`config.mk`:
```
export PLATFORM = sky130hd
export DESIGN_NAME = decode
export DESIGN_NICKNAME = d
export VERILOG_FILES = /design/src/hw/proc_pkg.sv /design/src/hw/decode.sv
export VERILOG_INCLUDE_DIRS = /design/src /design/src/hw
export SDC_FILE = /design/constraint.sdc
export NUM_CORES = 1
export LEC_CHECK = 0
export BUFFER_PORTS_ARGS = -buffer_cell sky130_fd_sc_hd__buf_2
export CAP_MARGIN = 10
export CORE_ASPECT_RATIO = 0.8
export CORE_MARGIN = 3
export CORE_UTILIZATION = 51
export DETAILED_ROUTE_END_ITERATION = 6
export PLACE_DENSITY_LB_ADDON = 0.05
export SYNTH_ARGS = -nofsm -noshare
export SYNTH_HDL_FRONTEND = slang
export SYNTH_SLANG_ARGS = --single-unit
export TNS_END_PERCENT = 100
```
`constraint.sdc`:
```
create_clock -name clk -period 2.2 [get_ports clk]
set_input_delay 0.22 -clock clk [delete_from_list [all_inputs] [get_ports clk]]
set_output_delay 0.22 -clock clk [all_outputs]
set_load 0.01 [all_outputs]
```
`src/hw/proc_defines.svh`:
```
// Processor sizing macros
// Word width, register count and memory depths used by RTL and testbench

`ifndef PROC_DEFINES_SVH
`define PROC_DEFINES_SVH

// Data and instruction word
`define WORD_W 16

// General purpose registers
`define REG_CNT 8

// Memory sizes in words
`define IMEM_DEPTH 256
`define DMEM_DEPTH 256

// Memory address bits taken from the low end of a value
`define ADDR_W 8

`endif

```
`src/hw/proc_pkg.sv`:
```
// Processor types
// Opcodes, decoded control and the payloads carried between pipeline stages

`include "proc_defines.svh"

package proc_pkg;

	typedef logic [`WORD_W-1:0] word_t;
	typedef logic [$clog2(`REG_CNT)-1:0] reg_idx_t;

	// Instruction bits 15:12
	typedef enum logic [3:0] {
		OP_NOP  = 4'd0,
		OP_ADD  = 4'd1,
		OP_SUB  = 4'd2,
		OP_AND  = 4'd3,
		OP_XOR  = 4'd4,
		OP_ADDI = 4'd5,
		OP_LD   = 4'd6,
		OP_ST   = 4'd7,
		OP_BEQZ = 4'd8,
		OP_HALT = 4'd15
	} opcode_e;

	typedef enum logic [1:0] {
		ALU_ADD = 2'd0,
		ALU_SUB = 2'd1,
		ALU_AND = 2'd2,
		ALU_XOR = 2'd3
	} alu_op_e;

	typedef struct packed {
		alu_op_e alu_op;
		logic    use_imm;
		logic    mem_rd;
		logic    mem_wr;
		logic    reg_wr;
		logic    is_branch;
		logic    is_halt;
	} ctrl_t;

	typedef struct packed {
		word_t pc;
		word_t instr;
	} if_id_t;

	typedef struct packed {
		word_t    pc;
		ctrl_t    ctrl;
		reg_idx_t rs;
		reg_idx_t rt;
		reg_idx_t rd;
		word_t    op_a;
		word_t    op_b;
		word_t    st_data;
		word_t    imm;
	} id_ex_t;

	typedef struct packed {
		ctrl_t    ctrl;
		reg_idx_t rd;
		word_t    result;
		word_t    st_data;
	} ex_mem_t;

	typedef struct packed {
		logic     reg_wr;
		reg_idx_t rd;
		word_t    result;
		logic     is_halt;
	} mem_wb_t;

	// One beat per retired register write
	typedef struct packed {
		logic     valid;
		reg_idx_t rd;
		word_t    data;
	} wb_trace_t;

endpackage

```
`src/hw/decode.sv`:
```
// Decode stage
// Opcode decode, write-before-read register file, load-use stall and illegal opcode flag

`timescale 1ns/1ps

`include "proc_defines.svh"

module decode (
	input  logic                clk,
	input  logic                rst_n,
	input  logic                dec_valid,
	input  proc_pkg::if_id_t    dec_in,
	input  logic                redirect,
	input  logic                ex_valid,
	input  proc_pkg::reg_idx_t  ex_rd,
	input  logic                ex_is_load,
	input  logic                wb_valid,
	input  proc_pkg::mem_wb_t   wb_in,
	output logic                id_valid,
	output proc_pkg::id_ex_t    id_out,
	output logic                hazard_stall,
	output logic                halt_seen,
	output logic                err
);
	import proc_pkg::*;

	word_t    regs [`REG_CNT];
	opcode_e  op;
	reg_idx_t rd;
	reg_idx_t rs;
	reg_idx_t rt;
	word_t    imm;
	ctrl_t    ctrl;
	logic     legal;
	logic     use_rs;
	logic     use_rt;
	logic     use_rd;

	// Write-back data bypasses the array in the same cycle
	function automatic word_t rf_read(input reg_idx_t idx);
		word_t val;
		if (idx == '0)
			val = '0;
		else if (wb_valid && wb_in.reg_wr && wb_in.rd == idx)
			val = wb_in.result;
		else
			val = regs[idx];
		return val;
	endfunction

	assign op  = opcode_e'(dec_in.instr[15:12]);
	assign rd  = dec_in.instr[11:9];
	assign rs  = dec_in.instr[8:6];
	assign rt  = dec_in.instr[5:3];
	assign imm = {{(`WORD_W-6){dec_in.instr[5]}}, dec_in.instr[5:0]};

	always_comb begin
		ctrl   = '0;
		legal  = 1'b1;
		use_rs = 1'b0;
		use_rt = 1'b0;
		use_rd = 1'b0;
		case (op)
			OP_SUB:  ctrl.alu_op = ALU_SUB;
			OP_AND:  ctrl.alu_op = ALU_AND;
			OP_XOR:  ctrl.alu_op = ALU_XOR;
			default: ctrl.alu_op = ALU_ADD;
		endcase
		case (op)
			OP_NOP: ;
			OP_ADD, OP_SUB, OP_AND, OP_XOR: begin
				ctrl.reg_wr = 1'b1;
				use_rs      = 1'b1;
				use_rt      = 1'b1;
			end
			OP_ADDI: begin
				ctrl.reg_wr  = 1'b1;
				ctrl.use_imm = 1'b1;
				use_rs       = 1'b1;
			end
			OP_LD: begin
				ctrl.reg_wr  = 1'b1;
				ctrl.mem_rd  = 1'b1;
				ctrl.use_imm = 1'b1;
				use_rs       = 1'b1;
			end
			OP_ST: begin
				// Store data comes from the rd field
				ctrl.mem_wr  = 1'b1;
				ctrl.use_imm = 1'b1;
				use_rs       = 1'b1;
				use_rd       = 1'b1;
			end
			OP_BEQZ: begin
				ctrl.is_branch = 1'b1;
				use_rs         = 1'b1;
			end
			OP_HALT: ctrl.is_halt = 1'b1;
			default: legal = 1'b0;
		endcase
		// r0 is never written
		if (rd == '0)
			ctrl.reg_wr = 1'b0;
	end

	always_comb begin
		id_out.pc      = dec_in.pc;
		id_out.ctrl    = ctrl;
		id_out.rs      = rs;
		id_out.rt      = rt;
		id_out.rd      = rd;
		id_out.op_a    = rf_read(rs);
		id_out.op_b    = rf_read(rt);
		id_out.st_data = rf_read(rd);
		id_out.imm     = imm;
	end

	always_ff @(posedge clk or negedge rst_n) begin
		if (!rst_n) begin
			for (int i = 0; i < `REG_CNT; i++)
				regs[i] <= '0;
		end else if (wb_valid && wb_in.reg_wr) begin
			regs[wb_in.rd] <= wb_in.result;
		end
	end

	// Load in execute feeding this instruction
	assign hazard_stall = dec_valid && ex_valid && ex_is_load && (ex_rd != '0) &&
		((use_rs && rs == ex_rd) || (use_rt && rt == ex_rd) || (use_rd && rd == ex_rd));

	assign halt_seen = dec_valid && ctrl.is_halt && !redirect;
	assign id_valid  = dec_valid && legal;

	always_ff @(posedge clk or negedge rst_n) begin
		if (!rst_n)
			err <= 1'b0;
		else if (dec_valid && !legal && !redirect)
			err <= 1'b1;
	end

endmodule

```
==> flow_summary_export.csv <==
group,metric,value,unit
synthesis,syn_area_per_cell,11.5,um2
pwr,leakage,4.54,nW
worst_setup_path,cp.arrival,1940,ps
floorplanning,die_h,125,um
worst_setup_path,cp_max_fo,4,
sta,hold_viol_final,0,
cells_and_area,nFillCells,1408,
cts,cts.sinks,129,
synthesis,synth_area,9070,um2
sta,finalClockSkew,0,ps
cells_and_area,diodes,0,
pwr,cellPowerDensity,865,nW/um2
placement,preCtsSetupSlack,140,ps
detailed_routing,wirelength,28200,um
synthesis,synth_seq_cells,129,
global_routing,overflow,0,
worst_setup_path,required,1980,ps
detailed_routing,via_count,7216,
worst_setup_path,cp_slowest_stage_delay,460,ps
sta,fin_crit,2160,ps
sta,rsz0062_at_grt,"false",
sta,max_freq,0.463,GHz
floorplanning,coreArea,17000,um2
detailed_routing,drc,0,
floorplanning,start_util,53.4,%
floorplanning,fp.dieW,155,um
cts,cts.clk_slew.worst_paths,60,ps
worst_setup_path,crit_type,"reg2out",
synthesis,ys_warn_count,0,
sta,finalSetupViolCount,0,
synthesis,synth_cell_types,35,
placement,dp.cells,1062,
placement,io_buffers,124,
worst_setup_path,start_kind,"flip-flop",
cts,cts_tree,"done",
status,status,"finished, final reports clean",
global_routing,grt_pass1_vias,7429,
global_routing,antenna_found_initial,0,
detailed_routing,wl_per_cell,25.8,um
sta,period_share,98.1,%
worst_hold_path,hold_class,"in2reg",
cts,cts_buffers,17,
cts,cts_buffer_depth,2,
cells_and_area,areaGrowthSynthToFinish,14.5,%
sta,slew_headroom,50.6,%
detailed_routing,dr.pass1.iters,7,
sta,tightest_slew,741,ps
sta,finalWorstSetupSlack,41.8,ps
synthesis,netlist.area_leader.share,35.6,%
synthesis,synth_edf_count,0,
global_routing,gr-usage-all-layers,29.3,%
synthesis,syn-num-nets,852,
detailed_routing,routed_via_density,6.59,
cells_and_area,drive_above_1_share,44.7,%
worst_setup_path,cp_cell_sequence,"mux4_2 > a211oi_1 > nor3_1 > buf_2",
cells_and_area,finalNonFillerCells,1095,
cts,ctsHtreeMaxLevel,4,
pwr,peakVddDrop,486,uV
cts,cts-root-buf,"clkbuf_16",
placement,gp_congestion,0.922,
placement,dp_hpwl,18700,um
synthesis,ys_seq_area_share,35.6,%
detailed_routing,ant_nets,0,
floorplanning,fp.dieArea,19400,um2
global_routing,grt_max_degree,130,
worst_setup_path,crit_path_end_kind,"output pin",
synthesis,synthArstFlopShare,100,%
sta,slew_viol_final,0,
synthesis,synth_flop_cell,"dfrtp_1",
detailed_routing,drt_iter0_drc,727,
floorplanning,fp-row-count,42,
cells_and_area,fin_nets,925,
worst_setup_path,cp_slowest_cell,"mux4_2",
pwr,totalPowerFinal,8.98,mW
cts,clk_latency,430,ps
synthesis,synthCells,789,
global_routing,grt_pass1_wl,43800,um
sta,fin_tns_setup,0,ps
floorplanning,io_pins,164,
synthesis,yosys-top-cells-area,"dfrtp_1 36%, mux2_2 14%, mux4_2 13%",
synthesis,post-synth-top-area-cell,"dfrtp_1",
flow_run,max-cap-violations,0,
per-layer routing:
metal | track usage, % | wire (um) | vias to the layer above
met1 | 41.7 | 12100 | 3656
li1 | - | - | 3100
met2 | 44.7 | 13000 | 407
met5 | 0 | 0 | -
met4 | 8.52 | 424 | 0
met3 | 7.22 | 2650 | 53
power by group:
part           total (mW)  switching (mW)  leakage, nW  internal, mW
logic                2.73            1.24         2.69          1.49
clock network        2.77            1.27        0.274          1.50
registers            3.48           0.555         1.58          2.92
placed cells by master (no fill, tap or decap), drive strengths merged, types with 3 or more instances in the layout:
cell type	netlist	final
nand2b	7	7
nor3	52	52
or4	4	4
a211oi	46	46
dfrtp	129	129
o22ai	47	47
buf	94	177
xor2	12	12
or2	3	3
clkinvlp	0	3
clkbuf	30	17
mux2i	93	93
xnor2	8	8
a21oi	3	3
inv	0	10
nor4	4	4
nand2	6	6
mux4	51	51
mux2	128	128
nor2	59	59
path summary, 6_finish.rpt:
path,start,endpoint,slack [ps],cells after the start
worst max-delay path,regs[34],id_out[18],40,4
worst min-delay path,redirect,err,80,3
worst max register to register,regs[120],regs[120],1350,1
worst min register to register,err,err,480,1
max in group asynchronous,rst_n,regs[109],1210,3
min in group asynchronous,rst_n,regs[22],420,3
what timing repair did:
item	4_1_cts	5_1_grt
gates resized for setup	0	3
endpoints found under the hold margin	129	0
buffers inserted	0	0
hold buffers	1	0
endpoints found under the setup margin	0	3
area by class of cell:
type	count	area, um2	share of cell area, %
multi-input combinational	536	5140	49.5
clock buffer	17	425	4.10
clock inverter	15	144	1.39
sequential	129	3230	31.1
timing repair buffer	178	1170	11.3
tap	220	275	2.65
cells in the mapped netlist (all sizes together) (3+ instances only):
master / count
a21oi: 3
xnor2: 8
a211oi: 46
buf: 94
clkbuf: 30
nor3: 52
mux4: 51
xor2: 12
mux2i: 93
nand2b: 7
nor4: 4
or4: 4
o22ai: 47
or2: 3
mux2: 128
nor2: 59
dfrtp: 129
nand2: 6
state kept, by name, summed over array words and instances, names as in the netlist:
register	count
err	1
regs	128
worst max-delay path: cells and delay by family (launching register included):
| family | cells | cell delay [ps] |
|---|---|---|
| compound gates | 1 | 380 |
| buf+inv | 1 | 160 |
| flops | 1 | 410 |
| mux | 1 | 460 |
| simple gates | 1 | 100 |
cell families after synthesis:
logic type | count (synthesis) | share of synthesized area (%)
XOR/XNOR | 20 | 1.93
flip-flops | 129 | 35.6
buffers and inverters | 124 | 7.95
AO/OA/AOI/OAI | 99 | 7.52
AND/OR/NAND/NOR | 145 | 8.16
multiplexers | 272 | 38.8
through the flow:
step	instance area, um2	util (%)	hold WS (ps)
detailed placement	9780	57.6	401
global placement	9780	57.6	388
floorplan	9070	-	-75.6
global route	10400	61.1	98.2
finish	10400	61.1	82.8
CTS	10400	61.1	76.2
Note: power is estimated with default switching activity, not from simulation.
