==> src/hw/proc_defines.svh <==
// Processor sizing macros
// Word width, register count and memory depths used by RTL and testbench

`ifndef PROC_DEFINES_SVH
`define PROC_DEFINES_SVH

// Data and instruction word
`define WORD_W 16

// General purpose registers
`define REG_CNT 8

// Memory sizes in words
`define IMEM_DEPTH 256
`define DMEM_DEPTH 256

// Memory address bits taken from the low end of a value
`define ADDR_W 8

`endif

==> src/hw/proc_pkg.sv <==
// Processor types
// Opcodes, decoded control and the payloads carried between pipeline stages

`include "proc_defines.svh"

package proc_pkg;

	typedef logic [`WORD_W-1:0] word_t;
	typedef logic [$clog2(`REG_CNT)-1:0] reg_idx_t;

	// Instruction bits 15:12
	typedef enum logic [3:0] {
		OP_NOP  = 4'd0,
		OP_ADD  = 4'd1,
		OP_SUB  = 4'd2,
		OP_AND  = 4'd3,
		OP_XOR  = 4'd4,
		OP_ADDI = 4'd5,
		OP_LD   = 4'd6,
		OP_ST   = 4'd7,
		OP_BEQZ = 4'd8,
		OP_HALT = 4'd15
	} opcode_e;

	typedef enum logic [1:0] {
		ALU_ADD = 2'd0,
		ALU_SUB = 2'd1,
		ALU_AND = 2'd2,
		ALU_XOR = 2'd3
	} alu_op_e;

	typedef struct packed {
		alu_op_e alu_op;
		logic    use_imm;
		logic    mem_rd;
		logic    mem_wr;
		logic    reg_wr;
		logic    is_branch;
		logic    is_halt;
	} ctrl_t;

	typedef struct packed {
		word_t pc;
		word_t instr;
	} if_id_t;

	typedef struct packed {
		word_t    pc;
		ctrl_t    ctrl;
		reg_idx_t rs;
		reg_idx_t rt;
		reg_idx_t rd;
		word_t    op_a;
		word_t    op_b;
		word_t    st_data;
		word_t    imm;
	} id_ex_t;

	typedef struct packed {
		ctrl_t    ctrl;
		reg_idx_t rd;
		word_t    result;
		word_t    st_data;
	} ex_mem_t;

	typedef struct packed {
		logic     reg_wr;
		reg_idx_t rd;
		word_t    result;
		logic     is_halt;
	} mem_wb_t;

	// One beat per retired register write
	typedef struct packed {
		logic     valid;
		reg_idx_t rd;
		word_t    data;
	} wb_trace_t;

endpackage

==> src/hw/execute.sv <==
// Execute stage
// Operand forwarding, ALU, memory address and BEQZ resolution

`timescale 1ns/1ps

`include "proc_defines.svh"

module execute (
	input  logic                ex_valid,
	input  proc_pkg::id_ex_t    ex_in,
	input  logic                mem_valid,
	input  proc_pkg::ex_mem_t   mem_in,
	input  logic                wb_valid,
	input  proc_pkg::mem_wb_t   wb_in,
	output proc_pkg::ex_mem_t   ex_out,
	output logic                redirect,
	output logic [`WORD_W-1:0]  redirect_pc
);
	import proc_pkg::*;

	word_t op_a;
	word_t alu_b;
	word_t st_data;
	word_t alu_y;

	// EX/MEM is younger than MEM/WB so it is checked first
	function automatic word_t fwd(input reg_idx_t idx, input word_t rf_val);
		word_t val;
		if (mem_valid && mem_in.ctrl.reg_wr && mem_in.rd == idx)
			val = mem_in.result;
		else if (wb_valid && wb_in.reg_wr && wb_in.rd == idx)
			val = wb_in.result;
		else
			val = rf_val;
		return val;
	endfunction

	always_comb begin
		op_a    = fwd(ex_in.rs, ex_in.op_a);
		alu_b   = ex_in.ctrl.use_imm ? ex_in.imm : fwd(ex_in.rt, ex_in.op_b);
		st_data = fwd(ex_in.rd, ex_in.st_data);
		// Also the LD and ST address
		case (ex_in.ctrl.alu_op)
			ALU_ADD: alu_y = op_a + alu_b;
			ALU_SUB: alu_y = op_a - alu_b;
			ALU_AND: alu_y = op_a & alu_b;
			default: alu_y = op_a ^ alu_b;
		endcase
	end

	always_comb begin
		ex_out.ctrl    = ex_in.ctrl;
		ex_out.rd      = ex_in.rd;
		ex_out.result  = alu_y;
		ex_out.st_data = st_data;
	end

	// Branch target is relative to the next instruction
	assign redirect    = ex_valid && ex_in.ctrl.is_branch && (op_a == '0);
	assign redirect_pc = ex_in.pc + ex_in.imm + `WORD_W'(1);

endmodule

==> config.mk <==
export PLATFORM = sky130hd
export DESIGN_NAME = execute
export DESIGN_NICKNAME = d
export VERILOG_FILES = /design/src/hw/proc_pkg.sv /design/src/hw/execute.sv
export VERILOG_INCLUDE_DIRS = /design/src /design/src/hw
export SDC_FILE = /design/constraint.sdc
export NUM_CORES = 1
export LEC_CHECK = 0
export BUFFER_PORTS_ARGS = -buffer_cell sky130_fd_sc_hd__buf_2
export CAP_MARGIN = 20
export CORE_MARGIN = 2
export CORE_UTILIZATION = 25
export DETAILED_ROUTE_END_ITERATION = 8
export PLACE_DENSITY = 0.53
export SLEW_MARGIN = 15
export SYNTH_ARGS = -nofsm -noshare
export SYNTH_HDL_FRONTEND = slang
export SYNTH_SLANG_ARGS = --single-unit
export TNS_END_PERCENT = 100
==> constraint.sdc <==
create_clock -name vclk -period 5.1
set_input_delay 0.51 -clock vclk [all_inputs]
set_output_delay 0.51 -clock vclk [all_outputs]
set_load 0.01 [all_outputs]
==> results.json, run 1 <==
{
  "slew_headroom_pct": 38.7,
  "vias": 5139,
  "dp_hpwl_um": 14300,
  "start_util_pct": 25.5,
  "dp.cells": 999,
  "cts_hold_buf": 0,
  "fin_crit_sh_pct": 106,
  "io_buffers": 192,
  "syn_inst": 564,
  "post-route-drc-count": 0,
  "instances_no_fill": 1021,
  "ff_latch_area_um2": 0,
  "pwr-share-comb_pct": 100.0,
  "grt_max_degree": 35,
  "violations": "setup timing",
  "worstSetupStartpointType": "input port",
  "crit_arrival_ns": 4.92,
  "met1_usage_pct": 26.1,
  "hp-class": "input port to output port",
  "top_usage_layer": "met2",
  "finalHoldViolations": 0,
  "worstSetupPathType": "input port to output port",
  "nets": 1048,
  "p_int_uw": 467,
  "io_pins": 224,
  "hold_depth": 0,
  "min_to": "ex_out[37]",
  "hold_path_startpoint": "ex_in[75]",
  "drive_above_1_share_pct": 47.1,
  "diodes": 0,
  "status": "complete, but fails checks",
  "fin_crit_ns": 5.43,
  "critPathRequiredTime_ns": 4.59,
  "critPathMaxFanout": 6,
  "setup_ws_ns": -0.325,
  "synth_top_area_share_pct": 15.2,
  "cpPeakStageDelay_ns": 0.52,
  "cp_slowest_cell": "or4_1",
  "synthesis.area_um2": 3880,
  "first_global_vias": 4839,
  "path_common_cell": "buf_4",
  "synthTopCellsByArea": "ha_1 (15%), mux2i_1 (12%), xor2_1 (7.2%), nand2_1 (6.3%), o21ai_0 (5.5%)",
  "path_cells": "buf_8 -> xor2_2 -> or4_1 -> buf_6 -> buf_12 -> a211oi_2 -> o31ai_2 -> nor3_2 -> buf_4 -> nand2_4 -> o41ai_4 -> xor2_1 -> ha_1 -> or2_4 -> a21oi_4 -> a31oi_4 -> a221o_1 -> buf_4 -> o211ai_2 -> nand4_1 -> a2111oi_4 -> buf_4 -> buf_6",
  "grt_use_met2_pct": 35.1,
  "switching_share_pct": 50.3,
  "grt_first_pass_wirelength_um": 25700,
  "die_w_um": 129,
  "synth.yosys.warnings": 0,
  "pwr-share-seq_pct": 0,
  "avgSynthCellArea_um2": 6.88,
  "ys_types": 54,
  "switching_power_uw": 474,
  "grt_antenna_before_repair": 0,
  "maxCapViolations": 0,
  "drtAntennaViolNets": 0,
  "p_per_area_nw_per_um2": 151,
  "clock_buffers": 0,
  "grtUsageTotal_pct": 19.3,
  "dr.pass1.iters": 4,
  "drt-wirelength-per-cell_um": 16.5,
  "rows": 45,
  "drtIter0Drc": 194,
  "yosys.cell_count.top_type": "nand2_1",
  "synth_seq_area_share_pct": 0,
  "syn2layout_area_growth_pct": 60.2,
  "design.seq.count": 0,
  "tns_ns": -0.503,
  "peakVddDrop_mv": 0.0564,
  "setup_viol": 3,
  "tightest_slew_ns": 0.912,
  "gp_congestion": 0.856,
  "p_clk_share_pct": 0,
  "avgViaCountPerCell": 5.03,
  "totalWireLength_um": 16800,
  "gr-total-overflow": 0,
  "endpoint_kind": "output port",
  "p_leak_uw": 0.00288,
  "slew_violations": 0,
  "synth_top_cell_by_area": "ha_1",
  "yosys-top-cells-count": "nand2_1 (65), nor2_1 (48), ha_1 (47)",
  "die-area_um2": 16500,
  "design.core.area_um2": 15200,
  "die_h_um": 129,
  "rsz0062_at_grt": "yes",
  "grt_util_met3_pct": 1.37,
  "fmax_mhz": 184,
  "startpoint": "ex_in[67]",
  "syn_nets": 777
}
==> routing by layer <==
| layer | part of all wire [%] | vias to the layer above |
|---|---|---|
| met5 | 0 | - |
| met4 | 1.1 | 0 |
| met3 | 5.8 | 14 |
| met2 | 49 | 179 |
| met1 | 44 | 2333 |
| li1 | - | 2613 |
==> cells by family (layout without fill, tap and decap cells) <==
logic type / after synthesis / count (layout) / synth area share (%)
AND/OR/NAND/NOR: 222 / 222 / 28.7
AO/OA/AOI/OAI: 138 / 138 / 23.9
XOR/XNOR: 55 / 55 / 12.4
buffers and inverters: 53 / 322 / 6.55
adder cells (fa/ha/maj): 49 / 49 / 16.2
multiplexers: 47 / 47 / 12.2
==> worst max-delay path: cells and delay by family <==
| kind | cells | cell delay [ns] |
|---|---|---|
| compound gates | 8 | 1.51 |
| xor+xnor | 2 | 0.36 |
| fa+ha+maj | 1 | 0.27 |
| buf+inv | 7 | 0.98 |
| simple gates | 5 | 1.27 |
==> metrics by stage <==
step	cell area (um2)	hold WS [ns]	power, uW	worst slack [ns]	util, %
2_1_floorplan	3880	1.11	466	0.0126	-
3_5_place_dp	5630	1.02	811	-0.387	37.0
6_report	6210	1.02	941	-0.325	40.9
4_1_cts	5960	1.02	880	-0.232	39.2
5_1_grt	6210	1.02	1040	-0.430	40.9
3_3_place_gp	5630	1.02	808	-0.359	37.0
==> area by class of cell <==
type,instances,area (um2)
Fill cell,1648,8990
Multi-Input combinational cell,511,4000
Timing Repair Buffer,310,1930
Tap cell,188,235
Inverter,12,45.0
==> timing repair <==
action	4_1_cts	5_1_grt
setup endpoints to repair	5	7
resized for setup	45	48
pin swaps	46	44
setup buffers	19	7
cloned	0	0
==> cell usage in the layout, fill, tap and decap left out, types with 23 or more instances in the layout <==
cell type  netlist  routed
a21oi_1         30      24
o21ai_0         43      36
buf_2            5     189
nand3_1         26      23
nor2_1          48      42
nand2_1         65      61
ha_1            47      43
xor2_1          32      31
buf_4           11     107
mux2i_1         45      45
==> power groups by stage <==
stage	sequential (uW)	combinational [uW]	clock, uW
after global routing	0	1040	0
final	0	941	0
after floorplan	0	466	0
after global placement	0	808	0
after detailed placement	0	811	0
after CTS	0	880	0
==> worst max path at each step <==
stage	endpoint
after floorplan	ex_out[31]
after global placement	ex_out[31]
after detailed placement	ex_out[31]
after CTS	ex_out[31]
after global routing	ex_out[31]
final	ex_out[31]
(Power assumes the default switching activity.)
==> run 2, diff against run 1 <==
BUFFER_PORTS_ARGS = -buffer_cell sky130_fd_sc_hd__buf_4   (was -buffer_cell sky130_fd_sc_hd__buf_2)
CAP_MARGIN = 25   (was 20)
TNS_END_PERCENT = 10   (was 100)
==> results.json, run 2 (same netlist as run 1, synthesis figures left out) <==
{
  "nets": 1033,
  "p_per_area_nw_per_um2": 146,
  "setup_viol": 1,
  "dp_slack_ns": -0.499,
  "dp_hpwl_um": 14900,
  "rsz0062_at_grt": "yes",
  "wl_met1_um": 7620,
  "mostFrequentLayoutCells": "buf_4 (288), nand2_1 (64), mux2i_1 (45), ha_1 (45), nor2_1 (42)",
  "drtAntennaViolNets": 0,
  "drt-wirelength-per-cell_um": 17.3,
  "worstSetupStartpointType": "input port",
  "slew_headroom_pct": 44.6,
  "status": "complete, but fails checks",
  "fin_crit_ns": 5.18,
  "critPathRequiredTime_ns": 4.59,
  "io_buffers": 192,
  "drtIter0Drc": 250,
  "design.core.area_um2": 15200,
  "avgViaCountPerCell": 5.08,
  "grt_first_pass_wirelength_um": 26700,
  "peakVddDrop_mv": 0.0507,
  "grt_max_degree": 37,
  "maxCapViolations": 0,
  "ff_latch_area_um2": 0,
  "route.met3.wl_um": 984,
  "first_global_vias": 5105,
  "totalWireLength_um": 17400,
  "layout_commonest_cell": "buf_4",
  "topRoutingLayerUsed": "met4",
  "die_h_um": 129,
  "worstSetupPathType": "input port to output port",
  "crit_arrival_ns": 4.67,
  "start_util_pct": 25.5,
  "design.seq.count": 0,
  "violations": "setup timing",
  "drive_above_1_share_pct": 44.7,
  "fin_crit_sh_pct": 101,
  "final_cell_area_um2": 6550,
  "dr.pass1.iters": 5,
  "totalPowerFinal_uw": 957,
  "die-area_um2": 16500,
  "slew_violations": 0,
  "finalHoldViolations": 0,
  "fmax_mhz": 193,
  "grt_antenna_before_repair": 0,
  "endpoint_kind": "output port",
  "utilization_pct": 43.1,
  "gp_congestion": 0.972,
  "placed_area_um2": 6080,
  "tightest_slew_ns": 0.822,
  "die_w_um": 129,
  "post-route-drc-count": 0,
  "hp-class": "input port to output port",
  "setup_ws_ns": -0.0754,
  "endpoint": "ex_out[31]",
  "vias": 5112,
  "wl_met2_um": 8630,
  "p_leak_uw": 0.00296,
  "io_pins": 224,
  "instances_no_fill": 1006,
  "syn2layout_area_growth_pct": 68.8,
  "startpoint": "ex_in[67]",
  "clock_buffers": 0,
  "rows": 45,
  "diodes": 0,
  "gr-total-overflow": 0,
  "dp.cells": 995,
  "grtUsageTotal_pct": 20.0,
  "critPathMaxFanout": 8
}
==> run 2: cell types whose count changed in the layout (fill, tap and decap cells not counted), moves of 4 or more <==
cell,previous run,this run
buf_2,189,0
buf_4,107,288
buf_6,11,2
a21oi_1,24,28
==> run 2: worst min path at each step <==
stage,from,end,slack [ns],depth (start not counted)
floorplan,ex_in[64],ex_out[32],1.11,1
finish,ex_in[75],ex_out[37],1.02,0
CTS,ex_in[76],ex_out[38],1.02,0
global route,ex_in[73],ex_out[35],1.02,0
detailed placement,ex_in[76],ex_out[38],1.02,0
global placement,ex_in[76],ex_out[38],1.02,0
==> run 2: worst max-delay path: stages <==
cell       delay [ns]
buf_8            0.10
xor2_2           0.16
or4_4            0.60
buf_12           0.18
a211oi_4         0.26
o31ai_4          0.10
nor3_2           0.17
buf_4            0.17
nand2_4          0.06
o41ai_4          0.30
xor2_1           0.18
ha_1             0.26
or2_4            0.24
a21oi_2          0.13
a31oi_2          0.06
a221o_2          0.44
and3_4           0.18
a2111oi_4        0.36
buf_4            0.19
==> run 2: power by group <==
group	internal [uW]	total [uW]	switching, uW
clock	0	0	0
combinational	495	957	462
sequential	0	0	0
==> run 2: routing by layer <==
layer | track usage [%] | up-vias
met5 | 0 | -
met4 | 1.73 | 0
met3 | 2.04 | 12
met2 | 36.5 | 186
met1 | 26.4 | 2334
li1 | - | 2580
==> run 2: repair_timing <==
item | 4_1_cts | 5_1_grt
pin swaps | 31 | 35
buffers inserted | 9 | 5
setup endpoints to repair | 4 | 5
hold buffers | 0 | 0
gates resized for setup | 40 | 36
==> run 2: area by class of cell <==
| type | count | area (um2) |
|---|---|---|
| repair buffers | 295 | 2280 |
| multi-input cells | 511 | 3990 |
| fillers | 1588 | 8650 |
| inverters | 12 | 45.0 |
| well taps | 188 | 235 |
==> run 2: through the flow <==
stage	hold slack [ns]	setup TNS, ns
6_report	1.02	-0.0754
2_1_floorplan	1.11	0
3_3_place_gp	1.02	-0.959
5_1_grt	1.02	-0.617
4_1_cts	1.02	-0.224
3_5_place_dp	1.02	-1.26
